$ cat config.mk
export PLATFORM = sky130hd
export DESIGN_NAME = irq_unit
export DESIGN_NICKNAME = d
export VERILOG_FILES = /design/src/hdl/irq_pkg.sv /design/src/hdl/irq_sync.sv /design/src/hdl/irq_csr.sv /design/src/hdl/irq_arbiter.sv /design/src/hdl/irq_unit.sv
export SDC_FILE = /design/constraint.sdc
export NUM_CORES = 1
export LEC_CHECK = 0
export BUFFER_PORTS_ARGS = -buffer_cell sky130_fd_sc_hd__buf_2
export CAP_MARGIN = 10
export CORE_UTILIZATION = 53
export CTS_CLUSTER_DIAMETER = 100
export DETAILED_ROUTE_END_ITERATION = 8
export HOLD_SLACK_MARGIN = 0.06
export PLACE_DENSITY = 0.92
export SETUP_SLACK_MARGIN = 0.1
export SYNTH_ARGS = -nofsm -noshare
export SYNTH_HDL_FRONTEND = slang
export SYNTH_HIERARCHICAL = 1
export SYNTH_SLANG_ARGS = --single-unit
$ cat constraint.sdc
create_clock -name clk_i -period 4.9 [get_ports clk_i]
set_input_delay 0.245 -clock clk_i [delete_from_list [all_inputs] [get_ports clk_i]]
set_output_delay 0.245 -clock clk_i [all_outputs]
set_load 0.05 [all_outputs]
$ cat src/hdl/irq_pkg.sv
/*
 * Shared definitions of the machine-mode interrupt path
 * Width typedefs, CSR addresses, legal interrupt mask,
 * reset values and the mtvec mode enum
 */

package irq_pkg;

  ////////////////////////////////////////
  // Types
  ////////////////////////////////////////

  // Machine word for data, CSR contents and addresses
  typedef logic [31:0] word_t;
  // CSR address as found in the instruction
  typedef logic [11:0] csr_addr_t;
  // Interrupt number, one of 32 lines
  typedef logic [4:0]  irq_id_t;

  // Trap vector mode, low field of mtvec
  typedef enum logic [1:0] {
    MTVEC_DIRECT   = 2'd0,
    MTVEC_VECTORED = 2'd1
  } mtvec_mode_e;

  ////////////////////////////////////////
  // CSR addresses
  ////////////////////////////////////////

  localparam csr_addr_t CSR_MSTATUS = 12'h300;
  localparam csr_addr_t CSR_MIE     = 12'h304;
  localparam csr_addr_t CSR_MTVEC   = 12'h305;
  localparam csr_addr_t CSR_MIP     = 12'h344;

  ////////////////////////////////////////
  // Field layout and reset values
  ////////////////////////////////////////

  // Software 3, timer 7, external 11, fast 16 to 31
  localparam word_t IRQ_MASK = 32'hFFFF_0888;

  // Global enable inside mstatus
  localparam int unsigned MSTATUS_MIE_BIT = 3;

  // Base field of mtvec starts here, 128-byte aligned
  localparam int unsigned MTVEC_BASE_LSB = 7;

  // Base 0 in direct mode
  localparam word_t MTVEC_RESET = 32'h0000_0000;

endpackage

$ cat src/hdl/irq_sync.sv
/*
 * Two-flop synchronizer for the external interrupt lines
 * Produces the pending word with reserved bits masked off
 */

module irq_sync (
  input  logic          clk_i,
  input  logic          rst_n_i,
  // Asynchronous interrupt lines
  input  irq_pkg::word_t irq_i,
  // Pending word towards CSRs and arbiter
  output irq_pkg::word_t mip_o
);

  import irq_pkg::*;

  // First stage may go metastable
  word_t sync_q1;
  // Second stage is stable and masked
  word_t sync_q2;

  ////////////////////////////////////////
  // Synchronizer stages
  ////////////////////////////////////////

  always_ff @(posedge clk_i) begin
    if (!rst_n_i) begin
      sync_q1 <= '0;
      sync_q2 <= '0;
    end else begin
      sync_q1 <= irq_i;
      // Reserved lines never become pending
      sync_q2 <= sync_q1 & IRQ_MASK;
    end
  end

  // Two edges from line to pending bit
  assign mip_o = sync_q2;

endmodule

$ cat src/hdl/irq_csr.sv
/*
 * Machine interrupt CSRs mstatus.MIE, mie and mtvec
 * Single-cycle write strobe with legalization
 * Combinational read multiplexer including mip
 */

module irq_csr (
  input  logic                  clk_i,
  input  logic                  rst_n_i,
  // Write strobe and access
  input  logic                  csr_we_i,
  input  irq_pkg::csr_addr_t    csr_addr_i,
  input  irq_pkg::word_t        csr_wdata_i,
  // Pending word from synchronizer
  input  irq_pkg::word_t        mip_i,
  // Read data
  output irq_pkg::word_t        csr_rdata_o,
  // Towards arbiter
  output irq_pkg::word_t        mie_o,
  output logic                  m_irq_enable_o,
  output irq_pkg::word_t        mtvec_base_o,
  output irq_pkg::mtvec_mode_e  mtvec_mode_o
);

  import irq_pkg::*;

  // Global enable bit of mstatus
  logic                        mstatus_mie_q;
  // Enable word, legal bits only
  word_t                       mie_q;
  // Upper bits of the trap vector
  logic [31:MTVEC_BASE_LSB]    mtvec_base_q;
  mtvec_mode_e                 mtvec_mode_q;
  // Mode after legalization of the write data
  mtvec_mode_e                 mtvec_mode_wr;

  ////////////////////////////////////////
  // Write legalization
  ////////////////////////////////////////

  // Reserved modes keep the current one
  always_comb begin
    case (csr_wdata_i[1:0])
      2'd0:    mtvec_mode_wr = MTVEC_DIRECT;
      2'd1:    mtvec_mode_wr = MTVEC_VECTORED;
      default: mtvec_mode_wr = mtvec_mode_q;
    endcase
  end

  ////////////////////////////////////////
  // Registers
  ////////////////////////////////////////

  always_ff @(posedge clk_i) begin
    if (!rst_n_i) begin
      mstatus_mie_q <= 1'b0;
      mie_q         <= '0;
      mtvec_base_q  <= MTVEC_RESET[31:MTVEC_BASE_LSB];
      mtvec_mode_q  <= mtvec_mode_e'(MTVEC_RESET[1:0]);
    end else if (csr_we_i) begin
      case (csr_addr_i)
        // Only MIE is writable
        CSR_MSTATUS: mstatus_mie_q <= csr_wdata_i[MSTATUS_MIE_BIT];
        // Drop reserved enables
        CSR_MIE:     mie_q <= csr_wdata_i & IRQ_MASK;
        CSR_MTVEC: begin
          mtvec_base_q <= csr_wdata_i[31:MTVEC_BASE_LSB];
          mtvec_mode_q <= mtvec_mode_wr;
        end
        // mip is read-only, others ignored
        default: ;
      endcase
    end
  end

  ////////////////////////////////////////
  // Outputs to arbiter
  ////////////////////////////////////////

  assign m_irq_enable_o = mstatus_mie_q;
  assign mie_o          = mie_q;
  // Low bits of the base read as zero
  assign mtvec_base_o   = {mtvec_base_q, {MTVEC_BASE_LSB{1'b0}}};
  assign mtvec_mode_o   = mtvec_mode_q;

  ////////////////////////////////////////
  // Read multiplexer
  ////////////////////////////////////////

  always_comb begin
    csr_rdata_o = '0;
    case (csr_addr_i)
      CSR_MSTATUS: csr_rdata_o[MSTATUS_MIE_BIT] = mstatus_mie_q;
      CSR_MIE:     csr_rdata_o = mie_q;
      // Base and mode share the word
      CSR_MTVEC:   csr_rdata_o = mtvec_base_o | word_t'(mtvec_mode_q);
      CSR_MIP:     csr_rdata_o = mip_i;
      // Unknown address reads zero
      default:     csr_rdata_o = '0;
    endcase
  end

endmodule

$ cat src/hdl/irq_arbiter.sv
/*
 * Interrupt arbiter
 * Enable masking, fixed priority pick and handler address
 * All outputs registered
 */

module irq_arbiter (
  input  logic                  clk_i,
  input  logic                  rst_n_i,
  // Pending and enabled words
  input  irq_pkg::word_t        mip_i,
  input  irq_pkg::word_t        mie_i,
  // Global enable from mstatus
  input  logic                  m_irq_enable_i,
  // Trap vector
  input  irq_pkg::word_t        mtvec_base_i,
  input  irq_pkg::mtvec_mode_e  mtvec_mode_i,
  // Request towards the controller
  output logic                  irq_req_o,
  output logic                  irq_wu_o,
  output irq_pkg::irq_id_t      irq_id_o,
  output irq_pkg::word_t        irq_target_o
);

  import irq_pkg::*;

  // Pending and enabled
  word_t   irq_active;
  logic    irq_wu_d;
  logic    irq_req_d;
  irq_id_t irq_id_d;
  word_t   irq_target_d;

  // Wake-up ignores the global enable
  assign irq_active = mip_i & mie_i;
  assign irq_wu_d   = |irq_active;
  assign irq_req_d  = irq_wu_d & m_irq_enable_i;

  ////////////////////////////////////////
  // Priority selection
  ////////////////////////////////////////

  // Later assignments win
  // Order low to high is timer, software, external, fast
  always_comb begin
    irq_id_d = '0;
    if (irq_active[7]) irq_id_d = irq_id_t'(7);
    if (irq_active[3]) irq_id_d = irq_id_t'(3);
    if (irq_active[11]) irq_id_d = irq_id_t'(11);
    // Highest fast line last so it wins
    for (int i = 16; i < 32; i++) begin
      if (irq_active[i]) irq_id_d = irq_id_t'(i);
    end
  end

  ////////////////////////////////////////
  // Handler address
  ////////////////////////////////////////

  // Vectored adds four bytes per id
  always_comb begin
    irq_target_d = '0;
    if (irq_wu_d) begin
      if (mtvec_mode_i == MTVEC_VECTORED)
        irq_target_d = mtvec_base_i + word_t'({irq_id_d, 2'b00});
      else
        irq_target_d = mtvec_base_i;
    end
  end

  // Output stage, one cycle of latency
  always_ff @(posedge clk_i) begin
    if (!rst_n_i) begin
      irq_req_o    <= 1'b0;
      irq_wu_o     <= 1'b0;
      irq_id_o     <= '0;
      irq_target_o <= '0;
    end else begin
      irq_req_o    <= irq_req_d;
      irq_wu_o     <= irq_wu_d;
      irq_id_o     <= irq_id_d;
      irq_target_o <= irq_target_d;
    end
  end

endmodule

$ cat src/hdl/irq_unit.sv
/*
 * Machine-mode interrupt unit top level
 * Synchronizer, CSR block and arbiter
 */

module irq_unit (
  input  logic               clk_i,
  input  logic               rst_n_i,
  // External interrupt lines
  input  irq_pkg::word_t     irq_i,
  // CSR write strobe and read port
  input  logic               csr_we_i,
  input  irq_pkg::csr_addr_t csr_addr_i,
  input  irq_pkg::word_t     csr_wdata_i,
  output irq_pkg::word_t     csr_rdata_o,
  // Interrupt request
  output logic               irq_req_o,
  output logic               irq_wu_o,
  output irq_pkg::irq_id_t   irq_id_o,
  output irq_pkg::word_t     irq_target_o
);

  import irq_pkg::*;

  // Synchronizer to CSRs and arbiter
  word_t       mip;
  // CSRs to arbiter
  word_t       mie;
  logic        m_irq_enable;
  word_t       mtvec_base;
  mtvec_mode_e mtvec_mode;

  ////////////////////////////////////////
  // Line synchronizer
  ////////////////////////////////////////

  irq_sync irq_sync_i (
    .clk_i          ( clk_i        ),
    .rst_n_i        ( rst_n_i      ),
    .irq_i          ( irq_i        ),
    .mip_o          ( mip          )
  );

  ////////////////////////////////////////
  // Interrupt CSRs
  ////////////////////////////////////////

  irq_csr irq_csr_i (
    .clk_i          ( clk_i        ),
    .rst_n_i        ( rst_n_i      ),
    .csr_we_i       ( csr_we_i     ),
    .csr_addr_i     ( csr_addr_i   ),
    .csr_wdata_i    ( csr_wdata_i  ),
    .mip_i          ( mip          ),
    .csr_rdata_o    ( csr_rdata_o  ),
    .mie_o          ( mie          ),
    .m_irq_enable_o ( m_irq_enable ),
    .mtvec_base_o   ( mtvec_base   ),
    .mtvec_mode_o   ( mtvec_mode   )
  );

  // Arbiter with registered request
  irq_arbiter irq_arbiter_i (
    .clk_i          ( clk_i        ),
    .rst_n_i        ( rst_n_i      ),
    .mip_i          ( mip          ),
    .mie_i          ( mie          ),
    .m_irq_enable_i ( m_irq_enable ),
    .mtvec_base_i   ( mtvec_base   ),
    .mtvec_mode_i   ( mtvec_mode   ),
    .irq_req_o      ( irq_req_o    ),
    .irq_wu_o       ( irq_wu_o     ),
    .irq_id_o       ( irq_id_o     ),
    .irq_target_o   ( irq_target_o )
  );

endmodule

Yosys cells after proc, flatten, opt, wreduce, memory -nomap -nowiden
Cells that the tools add are included.
{ "totals": {"ff_bits": 150, "output_inout_bits": 71} }
{ "op_classes": {"add_sub_neg": 1, "eq_ne": 6, "n_mux": 24, "bitwise_logic": 3, "reduce_logical": 9} }
{ "ops": {"columns": ["cell", "count"], "rows": [
  ["28-bit one-hot mux with 3 select lines", 1],
  ["5-bit 2-to-1 mux", 16],
  ["12-bit by 10-bit equality test with 1-bit output (second input constant)", 4],
  ["32-bit by 7-bit adder with 32-bit output", 1],
  ["32-bit AND", 1],
  ["32-bit 2-to-1 mux", 1],
  ["32-bit by 2-bit OR with 32-bit output", 1],
  ["32-bit OR reduction", 1],
  ["2-bit AND reduction", 4],
  ["3-bit 2-to-1 mux", 2],
  ["3-bit one-hot mux with 2 select lines", 1],
  ["3-bit AND reduction", 2],
  ["2-bit by 1-bit equality test with 1-bit output (second input constant)", 2],
  ["4-bit 2-to-1 mux", 1],
  ["1-bit one-hot mux with 4 select lines", 1],
  ["2-bit one-hot mux with 2 select lines", 1],
  ["2-bit logical NOT", 1],
  ["2-bit nonzero test", 1],
  ["1-bit AND", 1]
]} }

Logic depth before layout (Yosys ltp)
Gate-level depths: netlist of the first run.
{ "logic_depth": {"ltp_word": 22, "depth_mapped": 14, "ltp_nobuf": 13} }

Cells and area by module
Netlist of the first run, hierarchy kept.
{ "by_module_without_submodules": {"columns": ["module", "n_inst", "cells_each", "area_per_inst_um2", "seq_area_each_um2"], "rows": [
  ["irq_csr", 1, 308, 2640.0, 920.9],
  ["irq_arbiter", 1, 260, 2198.4, 780.7],
  ["irq_sync", 1, 94, 1138.6, 760.7]
]} }

Worst setup path after synthesis of the first run
No wires, ideal clock.
{ "synth_timing": {"path_kind": "in2out", "startpoint": "input port csr_addr_i[1]", "endpoint": "output port csr_rdata_o[0]", "arrival_time_ns": 2.209, "required_time_ns": 4.655, "slack_ns": 2.446, "cell_stages": 6, "n_path_buf": 3, "path_cell_list": "or4_4 -> buf_6 -> or3_1 -> clkbuf_1 -> buf_2 -> nor2_1"} }
{ "synth_between": {"elab_chain_len": 2, "word_cells_on_any_way": 3, "classes_between": "eq/ne (2); mux (1)"} }
{ "synth_rtl": {"columns": ["element", "line", "text"], "rows": [
  ["start, declared", "irq_unit.sv:13", "input irq_pkg::csr_addr_t csr_addr_i,"],
  ["12-bit by 10-bit equality test with 1-bit output", "irq_csr.sv:92", "case (csr_addr_i)"],
  ["3-bit one-hot mux with 2 select lines *", "irq_csr.sv:92", null],
  ["end, declared", "irq_unit.sv:15", "output irq_pkg::word_t csr_rdata_o,"]
]} }
Mark *: on every way between the ends. The rest lies on a longest branch, timed or not.

Worst setup path in the final report of the first run
{ "layout_timing": {"startpoint": "input port csr_addr_i[1]", "endpoint": "output port csr_rdata_o[20]"} }
{ "layout_between": {"elab_chain_len": 2, "word_cells_on_any_way": 4, "classes_between": "eq/ne (3); mux (1)"} }
{ "layout_rtl": {"columns": ["element", "line"], "rows": [
  ["12-bit by 10-bit equality test with 1-bit output", "irq_csr.sv:92"],
  ["28-bit one-hot mux with 3 select lines *", "irq_csr.sv:92"]
]} }
Marks and branches as above.

==> results of run 1 <==
-- registers in the layout (all words and copies together), names as in the netlist --
register and count:
irq_csr_i/m_irq_enable_o 1, irq_sync_i/mip_o 19, irq_arbiter_i/irq_req_o 1, irq_arbiter_i/irq_id_o 5, irq_arbiter_i/irq_wu_o 1, irq_sync_i/sync_q1 19, irq_csr_i/mtvec_base_q 25, irq_csr_i/mtvec_mode_o 1
irq_arbiter_i/irq_target_o 32, irq_csr_i/mie_o 19
-- cells in the mapped netlist, types with 2 or more instances --
| cell | n |
|---|---|
| buf_2 | 4 |
| a22o_1 | 2 |
| and4_1 | 4 |
| nor2_1 | 54 |
| a22oi_1 | 17 |
| nand4_1 | 7 |
| o21ai_0 | 16 |
| a21oi_1 | 16 |
| buf_4 | 35 |
| and2_1 | 46 |
| nor3_1 | 5 |
| nand3_1 | 8 |
| xor2_1 | 7 |
| a21o_1 | 2 |
| mux2i_1 | 66 |
| nor4_1 | 7 |
| nand2b_1 | 2 |
| clkbuf_1 | 18 |
| inv_1 | 8 |
| buf_1 | 2 |
| nor2b_1 | 4 |
| and4b_1 | 2 |
| conb_1 | 2 |
| a221oi_1 | 2 |
| and3_1 | 7 |
| ha_1 | 5 |
| o211ai_1 | 5 |
| nand2_1 | 99 |
| xnor2_1 | 7 |
| a211oi_1 | 3 |
| a222oi_1 | 2 |
| or3_1 | 12 |
| nor4_2 | 2 |
| dfxtp_1 | 123 |
| a32o_1 | 2 |
| buf_6 | 10 |
| o21a_1 | 2 |
| a2bb2oi_1 | 18 |
| o2111ai_1 | 3 |
-- where the power goes --
group | internal, mW | total [mW] | switching (mW)
sequential | 1.02 | 1.03 | 0.00811
clock | 0.824 | 1.27 | 0.446
combinational | 0.0621 | 0.144 | 0.0816
-- what timing repair did --
item | in CTS | in global routing
endpoints found under the setup margin | 0 | 0
hold buffers | 19 | 0
endpoints found under the hold margin | 19 | 0
-- cell families after synthesis --
| kind of cell | synth area share, % |
|---|---|
| simple gates | 23.6 |
| flops | 41.2 |
| compound gates | 12.1 |
| buf+inv | 8.52 |
| mux | 11.1 |
| xor+xnor | 2.05 |
| fa+ha+maj | 1.38 |
| other cells | 0.126 |
-- metrics by stage --
step	std cells	power, mW	worst slack [ps]	hold slack [ps]
final	949	2.44	2380	79.3
after floorplan	694	1.16	2450	367
after CTS	948	2.45	2410	64.9
after global routing	949	2.51	2290	76.4
after detailed placement	897	1.18	2410	417
after global placement	897	1.17	2420	417
-- area by class of cell --
class	instances	area [sq um]
Inverter	9	33.8
Clock inverter	11	144
Antenna cell	1	2.50
Sequential cell	123	2460
Clock buffer	21	460
Fill cell	875	3650
Timing Repair Buffer	152	871
Multi-Input combinational cell	492	3130
Tap cell	140	175
-- worst max-delay path: cells and delay by family --
kind / cells / cell delay, ps
AND/OR/NAND/NOR: 3 / 1630
buffers and inverters: 2 / 400
-- layer usage --
| metal | routed length (um) | GRT usage, % | vias up |
|---|---|---|---|
| met3 | 850 | 5.36 | 38 |
| met5 | 0 | 0 | - |
| met1 | 5930 | 28.7 | 2366 |
| li1 | - | - | 2509 |
| met2 | 6860 | 42.7 | 224 |
| met4 | 481 | 13.3 | 0 |
-- path summary, 6_finish.rpt --
| check | to | cells past startpoint | slack, ps | from |
|---|---|---|---|---|
| worst min register to register | irq_sync_i/mip_o[16]$_SDFF_PN0_ | 1 | 430 | irq_sync_i/sync_q1[16]$_SDFF_PN0_ |
| worst max-delay path | csr_rdata_o[20] | 5 | 2380 | csr_addr_i[1] |
| worst max register to register | irq_arbiter_i/irq_target_o[2]$_SDFF_PN0_ | 8 | 2400 | irq_sync_i/mip_o[11]$_SDFF_PN0_ |
| worst min-delay path | irq_csr_i/mtvec_mode_o[0]$_SDFFE_PN0P_ | 3 | 80 | csr_wdata_i[0] |
==> flow_summary.json, run 1 <==
{
  "synthDistinctLibCells": 65,
  "final.setup.tns_ps": 0,
  "fp.dieW_um": 108,
  "avgSynthCellArea_sq_um": 9.03,
  "path_cells": "buf_2 > or4_4 > or3_1 > nor2_1 > buf_2",
  "fin_crit_sh_pct": 51.5,
  "worstMarginPinSlew_ps": 903,
  "drv_cap": 0,
  "synth_edf_count": 0,
  "leakage_nw": 3.04,
  "post-route-util_pct": 66.6,
  "drive_gt1_share_pct": 22.2,
  "drt_iter0_drc": 381,
  "vias": 5137,
  "post_cts_buffers": 0,
  "grt_max_degree": 53,
  "yosys_warnings": 6,
  "htreeDepth": 4,
  "cpMostUsedCell": "buf_2",
  "crit_path_end_kind": "primary output",
  "max_slew_margin_pct": 39.8,
  "areaGrowthSynthToFinish_pct": 21.8,
  "synthCells": 662,
  "cts_buffer_depth": 2,
  "io_pins": 150,
  "fp.dieH_um": 108,
  "die_area_sq_um": 11700,
  "drc_errors": 0,
  "fmax_mhz": 396,
  "cts_tree": "done",
  "place_area_sq_um": 6480,
  "slowest_stage": "or3_1",
  "cts_buffers": 17,
  "crit_arrival_ps": 2280,
  "coreArea_sq_um": 10900,
  "core.rowCount": 38,
  "synthArstFlopShare_pct": 0,
  "gp_congestion": 0.889,
  "viasPerCell": 5.41,
  "numPortBuffers": 127,
  "status": "complete, no violations",
  "crit_type": "in2out",
  "clk_transition_reported_paths_ps": 50,
  "grt_use_total_pct": 24.8,
  "synth_top_area_share_pct": 41.2,
  "synth.ff_latch_count": 123,
  "p_per_area_nw_per_um2": 335,
  "fin_area_sq_um": 7280,
  "hold_class": "in2reg",
  "ir_drop_mv": 0.310,
  "initial_core_util_pct": 54.7,
  "grt_first_pass_wirelength_mm": 22.3,
  "cts-resized-gates": 0,
  "wl_mm": 14.1,
  "firstDrtPassIters": 4,
  "slowest_delay_ps": 720,
  "clock_sinks": 123,
  "hold_viol_final": 0,
  "period_needed_ps": 2520,
  "wl_per_cell_um": 14.9,
  "worst_skew_pair.late_latency_ps": 410,
  "cts-root-buf": "clkbuf_16",
  "grt_antenna_before_repair": 1,
  "synth_seq_area_share_pct": 41.2,
  "synthFlopType": "dfxtp_1",
  "critPathRequiredTime_ps": 4660,
  "path_max_fanout": 26,
  "finalMaxSlewViolations": 0,
  "grt_overflow": 0,
  "place_hpwl_mm": 9.78,
  "finalClockSkew_ps": 9.33,
  "grt_pass1_vias": 4772,
  "synth.area.top_cells": "dfxtp_1 (41%), mux2i_1 (11%), nand2_1 (6.2%), and2_1 (4.8%), buf_4 (4.4%)",
  "final_cell_mix": "buf_2 (127), dfxtp_1 (123), nand2_1 (99)",
  "synthesis.area_sq_um": 5980,
  "ant_nets": 0,
  "rsz0062_at_grt": "false",
  "nNetsFinal": 880,
  "startpoint_type": "input pin",
  "yosys.area.top_type": "dfxtp_1",
  "final_common_cell": "buf_2",
  "finalSetupViolations": 0
}
No activity file was read; power rests on OpenSTA's default activity.
==> run 2, diff against run 1 <==
ABC_AREA = 1   (was not set)
PLACE_DENSITY = 0.9   (was 0.92)
clock period = 2.5 ns   (was 4.9 ns; I/O delays follow)
==> run 2 against run 1 <==
Effect of this change:
- global-route usage grew 3.3 points
- core utilization rose by 0.83 points
- sequential share of layout area is 3.9 points lower
- non-clock buffer count rose by 18
- worst setup slack lost 2000 ps
- clock power rose by 91%
- largest cell class unchanged
- wire length is 27% higher
- sequential power rose by 95%
- critical endpoint is now irq_arbiter_i/irq_target_o[3]$_SDFF_PN0_
- critical path depth is 7 higher
- largest power group unchanged
- die area grew 12%
- clock skew up 8.1 ps
- worst hold slack got worse by 5.5 ps
==> flow_summary.json, run 2 <==
{
  "synth.ff_latch_count": 123,
  "initial_core_util_pct": 55.2,
  "finalClockSkew_ps": 17.4,
  "synth_seq_area_share_pct": 36.6,
  "grt_pass1_vias": 6247,
  "comb_power_share_pct": 6.5,
  "fin_crit_sh_pct": 83.0,
  "holdBufCountCts": 32,
  "period_needed_ps": 2080,
  "yosys_warnings": 6,
  "finalMaxSlewViolations": 0,
  "die_area_sq_um": 13200,
  "drv_cap": 0,
  "synthCells": 1025,
  "status": "complete, no violations",
  "place_hpwl_mm": 12.1,
  "drt_iter0_drc": 712,
  "p_per_area_nw_per_um2": 576,
  "final.setup.tns_ps": 0,
  "startpoint_type": "flop",
  "leakage_nw": 4.34,
  "yosys.area.top_type": "dfxtp_1",
  "switching_share_pct": 24.1,
  "fmax_mhz": 482,
  "finalSetupViolations": 0,
  "r2r-end": "irq_arbiter_i/irq_target_o[3]$_SDFF_PN0_",
  "worst_skew_pair.late_latency_ps": 420,
  "power.share.sequential_pct": 42.4,
  "cts_buffers": 17,
  "slowest_delay_ps": 450,
  "max_slew_margin_pct": 39.8,
  "met2_wirelength_mm": 8.75,
  "core.rowCount": 40,
  "path_cells": "nand2_1 > nand3_1 > nand3_1 > a31oi_1 > nor2_1 > nor2_1 > o211ai_1 > nand2_1 > inv_1 > fa_1 > nor2_1 > o21a_1",
  "synthArstFlopShare_pct": 0,
  "top_regs": "irq_arbiter_i/irq_target_o (32), irq_csr_i/mtvec_base_q (25)",
  "n_antenna_cell": 0,
  "dr.max_layer_used": "met4",
  "cts-resized-gates": 0,
  "switchingPower_mw": 1.14,
  "io_pins": 150,
  "pwr-share-clk_pct": 51.0,
  "hold_class": "in2reg",
  "viasPerCell": 5.05,
  "grt_antenna_before_repair": 0,
  "grt_max_degree": 85,
  "gp_congestion": 0.921,
  "path_max_fanout": 4,
  "nNetsFinal": 1258,
  "synth_top_area_share_pct": 36.6,
  "coreArea_sq_um": 12200,
  "avgSynthCellArea_sq_um": 6.57,
  "synth.area.top_cells": "dfxtp_1 (37%), nand2_1 (15%), inv_1 (12%), nand4_1 (5.5%), nand3_1 (4.9%)",
  "rsz0062_at_grt": "false",
  "yosysMostFrequentCell": "nand2_1",
  "worstMarginPinSlew_ps": 899,
  "numPortBuffers": 127,
  "startpoint": "irq_csr_i/mie_o[11]$_SDFFE_PN0P_",
  "synthesis.area_sq_um": 6740,
  "regToRegSetupSlack_ps": 420,
  "synth_commonest_cells": "nand2_1 (270), inv_1 (215), dfxtp_1 (123)",
  "final_common_cell": "nand2_1",
  "clk_transition_reported_paths_ps": 60,
  "wl_mm": 17.9,
  "drive_gt1_share_pct": 17.8,
  "place_area_sq_um": 7320,
  "grt_overflow": 0,
  "synth_edf_count": 0,
  "fp.dieH_um": 115,
  "crit_type": "reg2reg",
  "cts_buffer_depth": 2,
  "grt_use_total_pct": 28.1,
  "vias": 6831,
  "top_register": "irq_arbiter_i/irq_target_o",
  "firstDrtPassIters": 6,
  "htreeDepth": 4,
  "synthFlopType": "dfxtp_1",
  "fin_area_sq_um": 8230,
  "synthDistinctLibCells": 42,
  "clock_sinks": 123,
  "areaGrowthSynthToFinish_pct": 22.2,
  "crit_path_end_kind": "flop",
  "ant_nets": 0,
  "wl_met1_mm": 7.19,
  "cts-root-buf": "clkbuf_16",
  "r2r-start": "irq_csr_i/mie_o[11]$_SDFFE_PN0P_",
  "internal-power_mw": 3.60,
  "wl_per_cell_um": 13.2,
  "critPathCapture": "irq_arbiter_i/irq_target_o[3]$_SDFF_PN0_",
  "hold_viol_final": 0,
  "r2r_cells": 12,
  "fp.dieW_um": 115,
  "ir_drop_mv": 0.620,
  "slowest_stage": "fa_1",
  "post_cts_buffers": 0,
  "wl_met3_mm": 1.50,
  "grt_first_pass_wirelength_mm": 28.6,
  "cts_tree": "done",
  "critPathRequiredTime_ps": 2840,
  "largest_register_ffs": 32,
  "final_cell_mix": "nand2_1 (270), inv_1 (215), buf_2 (127)",
  "drc_errors": 0,
  "cpMostUsedCell": "nor2_1",
  "crit_arrival_ps": 2420
}
-- run 2: critical path, delay by kind of cell, from the launching register on --
| kind | cells | cell delay [ps] |
|---|---|---|
| buffers and inverters | 1 | 90 |
| and+or+nand+nor | 7 | 730 |
| adders and majority gates | 1 | 450 |
| DFF | 1 | 370 |
| AOI/OAI and AO/OA | 3 | 370 |
-- run 2: through the flow --
step	utilization, %	hold WS [ps]	setup WS, ps	power, mW	std cells
floorplan	-	218	652	2.26	1057
global placement	59.9	304	546	2.30	1290
detailed placement	59.9	303	500	2.31	1290
CTS	67.4	60.1	463	4.74	1354
global route	67.4	88.5	161	4.89	1354
finish	67.4	73.8	424	4.74	1354
-- run 2: kinds of logic (layout without fill, tap and decap cells) --
kind of cell    after synthesis  after routing  synth area share (%)
buf+inv                     292            421                  19.1
other cells                   2             34                 0.112
xor+xnor                      7              7                 0.910
fa+ha+maj                     6              6                  1.23
compound gates               57             57                  5.05
simple gates                537            537                  36.9
flops                       123            123                  36.6
mux                           1              1                 0.149
-- run 2: area by class of cell --
class                           count  area, sq um
Clock inverter                     15          165
Clock buffer                       17          425
Fill cell                         991         3980
Tap cell                          168          210
Sequential cell                   123         2460
Multi-Input combinational cell    642         3110
Timing Repair Buffer              170         1040
Inverter                          219          822
-- run 2: worst min-delay path by stage --
stage                          startpoint                                      end  cells past startpoint
after floorplan                 irq_i[17]        irq_sync_i/sync_q1[17]$_SDFF_PN0_                      2
after global placement          irq_i[17]        irq_sync_i/sync_q1[17]$_SDFF_PN0_                      3
after detailed placement        irq_i[17]        irq_sync_i/sync_q1[17]$_SDFF_PN0_                      3
after CTS                 csr_wdata_i[17]  irq_csr_i/mtvec_base_q[17]$_SDFFE_PN0P_                      5
after global routing      csr_wdata_i[21]  irq_csr_i/mtvec_base_q[21]$_SDFFE_PN0P_                      5
final                     csr_wdata_i[13]  irq_csr_i/mtvec_base_q[13]$_SDFFE_PN0P_                      5
-- run 2: metal layers --
metal / global-route usage, % / up-vias
met1: 32.7 / 3034
met5: 0 / -
met2: 49.7 / 382
met4: 11.9 / 0
li1: - / 3364
met3: 6.38 / 51
-- run 2: power by group through the flow --
stage               logic, mW  clock network, mW  registers, mW
finish                  0.310               2.42           2.01
global route            0.340               2.54           2.01
CTS                     0.294               2.43           2.01
detailed placement      0.255                  0           2.05
global placement        0.250                  0           2.05
floorplan               0.186                  0           2.08
==> run 3, diff against run 2 <==
ABC_AREA = 0   (was 1)
PLACE_DENSITY = 0.92   (was 0.9)
clock period = 1.95 ns   (was 2.5 ns; I/O delays follow)
==> run 3 against run 2 <==
Effect of this change:
- the run now ends with negative setup slack left
- register-to-register slack lost 840 ps
- critical path type unchanged
- sequential share of layout area is 0.15 points higher
- worst setup slack lost 840 ps
- highest routed layer unchanged
- wire length increased by 6.1%
- die area is 11% lower
- worst hold slack better by 80 ps
- sequential cell count did not move
- clock power is 24% higher
- first-iteration DRC count down 11%
- via count is 13% lower
- core utilization increased by 7.8 points
==> flow_summary.json, run 3 (synthesis gave the netlist of run 1 again) <==
{
  "drt_iter0_drc": 631,
  "place_ws_ps": -146,
  "top_regs": "irq_arbiter_i/irq_target_o (32), irq_csr_i/mtvec_base_q (25)",
  "finalClockSkew_ps": 9.15,
  "wl_per_cell_um": 18.7,
  "final_common_cell": "buf_2",
  "status": "finished with violations",
  "io_pins": 150,
  "fin_crit_sh_pct": 121,
  "p_per_area_nw_per_um2": 740,
  "largest_register_ffs": 32,
  "ir_drop_mv": 0.675,
  "comb_power_share_pct": 8.3,
  "htreeDepth": 4,
  "cts_tree": "done",
  "p_total_mw": 6.09,
  "grt_antenna_before_repair": 0,
  "max_slew_margin_pct": 47.7,
  "setup_slack_ps": -414,
  "period_needed_ps": 2360,
  "n_antenna_cell": 0,
  "violations": "negative setup slack",
  "numPortBuffers": 127,
  "drive_gt1_share_pct": 33.2,
  "clock_sinks": 123,
  "nFillCells": 687,
  "top_register": "irq_arbiter_i/irq_target_o",
  "switchingPower_mw": 1.47,
  "pwr-share-clk_pct": 49.2,
  "ant_nets": 0,
  "switching_share_pct": 24.1,
  "startpoint_type": "flop",
  "drc_errors": 0,
  "cts_buffer_depth": 2,
  "fmax_mhz": 423,
  "grt_overflow": 0,
  "gp_congestion": 0.905,
  "die_area_sq_um": 11700,
  "core.rowCount": 38,
  "firstDrtPassIters": 6,
  "hold_class": "in2reg",
  "critPathRequiredTime_ps": 2250,
  "worstMarginPinSlew_ps": 782,
  "fin_area_sq_um": 8230,
  "nNetsFinal": 949,
  "crit_arrival_ps": 2660,
  "fp.dieW_um": 108,
  "grt_pass1_vias": 5512,
  "finalSetupViolations": 33,
  "worst_skew_pair.late_latency_ps": 410,
  "cts-root-buf": "clkbuf_16",
  "multi_input_area_sq_um": 3370,
  "grt_max_degree": 54,
  "power.share.sequential_pct": 42.5,
  "initial_core_util_pct": 54.7,
  "fp.dieH_um": 108,
  "viasPerCell": 5.84,
  "holdWs_ps": 154,
  "cts_buffers": 17,
  "grt_use_total_pct": 30.1,
  "grt_first_pass_wirelength_mm": 26.8,
  "clk_transition_reported_paths_ps": 60,
  "leakage_nw": 3.42,
  "areaGrowthSynthToFinish_pct": 37.7,
  "crit_type": "reg2reg",
  "finalMaxSlewViolations": 0,
  "vias": 5937,
  "coreArea_sq_um": 10900,
  "wl_mm": 19.0,
  "final_cell_mix": "buf_2 (125), dfxtp_1 (114), nand2_1 (98)",
  "post-route-util_pct": 75.3,
  "drv_cap": 0,
  "path_max_fanout": 3,
  "internal-power_mw": 4.63,
  "crit_path_end_kind": "flop",
  "place_area_sq_um": 6810,
  "seq_area_sq_um": 2470,
  "hold_viol_final": 0,
  "rsz0062_at_grt": "true",
  "place_hpwl_mm": 10.5
}
[run 3: per-stage QoR]
step,instances,TNS (ps)
finish,1017,-3760
global route,1017,-6820
CTS,1007,-73.1
detailed placement,924,-274
global placement,924,-62.1
floorplan,694,-836
[run 3: critical path: stages (launching register included)]
cell and delay (ps):
dfxtp_2 320, a222oi_1 400, buf_4 200, o21ai_1 100, a221oi_2 400, o2111ai_1 190
and2_1 180, ha_1 280, mux2i_1 140, nor2_1 50
[run 3: timing repair]
| item | CTS | global route |
|---|---|---|
| setup endpoints to repair | 31 | 33 |
| hold endpoints to repair | 65 | 0 |
| buffers inserted | 3 | 6 |
| pin swaps | 3 | 11 |
| gates cloned | 0 | 4 |
| hold buffers | 48 | 0 |
| gates resized for setup | 13 | 46 |
[run 3: final cells by class]
class / instances / area share (%)
repair buffers: 221 / 19.6
clock buffers: 19 / 5.50
flip-flops and latches: 123 / 30.1
clock inverters: 13 / 1.44
multi-input cells: 492 / 40.9
inverters: 9 / 0.411
well taps: 140 / 2.13
[run 3: power groups by stage]
stage	combinational, mW	sequential, mW	clock, mW
after floorplan	0.249	2.66	0
after global placement	0.346	2.63	0
after detailed placement	0.352	2.64	0
after CTS	0.428	2.58	3.01
after global routing	0.532	2.59	3.14
final	0.506	2.59	3.00
[run 3: metal layers]
layer | vias to the layer above | share of wire [%] | global-route usage, %
met5 | - | 0 | 0
met4 | 0 | 4.6 | 14.3
met3 | 93 | 7.6 | 6.27
met2 | 376 | 50 | 52.5
met1 | 2813 | 37 | 35.0
li1 | 2655 | - | -
[run 3: path summary, 6_finish.rpt]
path	slack, ps	endpoint	from	cells past startpoint
worst max-delay path	-410	irq_arbiter_i/irq_target_o[2]$_SDFF_PN0_	irq_sync_i/mip_o[11]$_SDFF_PN0_	9
worst min-delay path	150	irq_csr_i/m_irq_enable_o$_SDFFE_PN0P_	csr_addr_i[2]	4
worst max register to register	-410	irq_arbiter_i/irq_target_o[2]$_SDFF_PN0_	irq_sync_i/mip_o[11]$_SDFF_PN0_	9
worst min register to register	430	irq_sync_i/mip_o[22]$_SDFF_PN0_	irq_sync_i/sync_q1[22]$_SDFF_PN0_	1
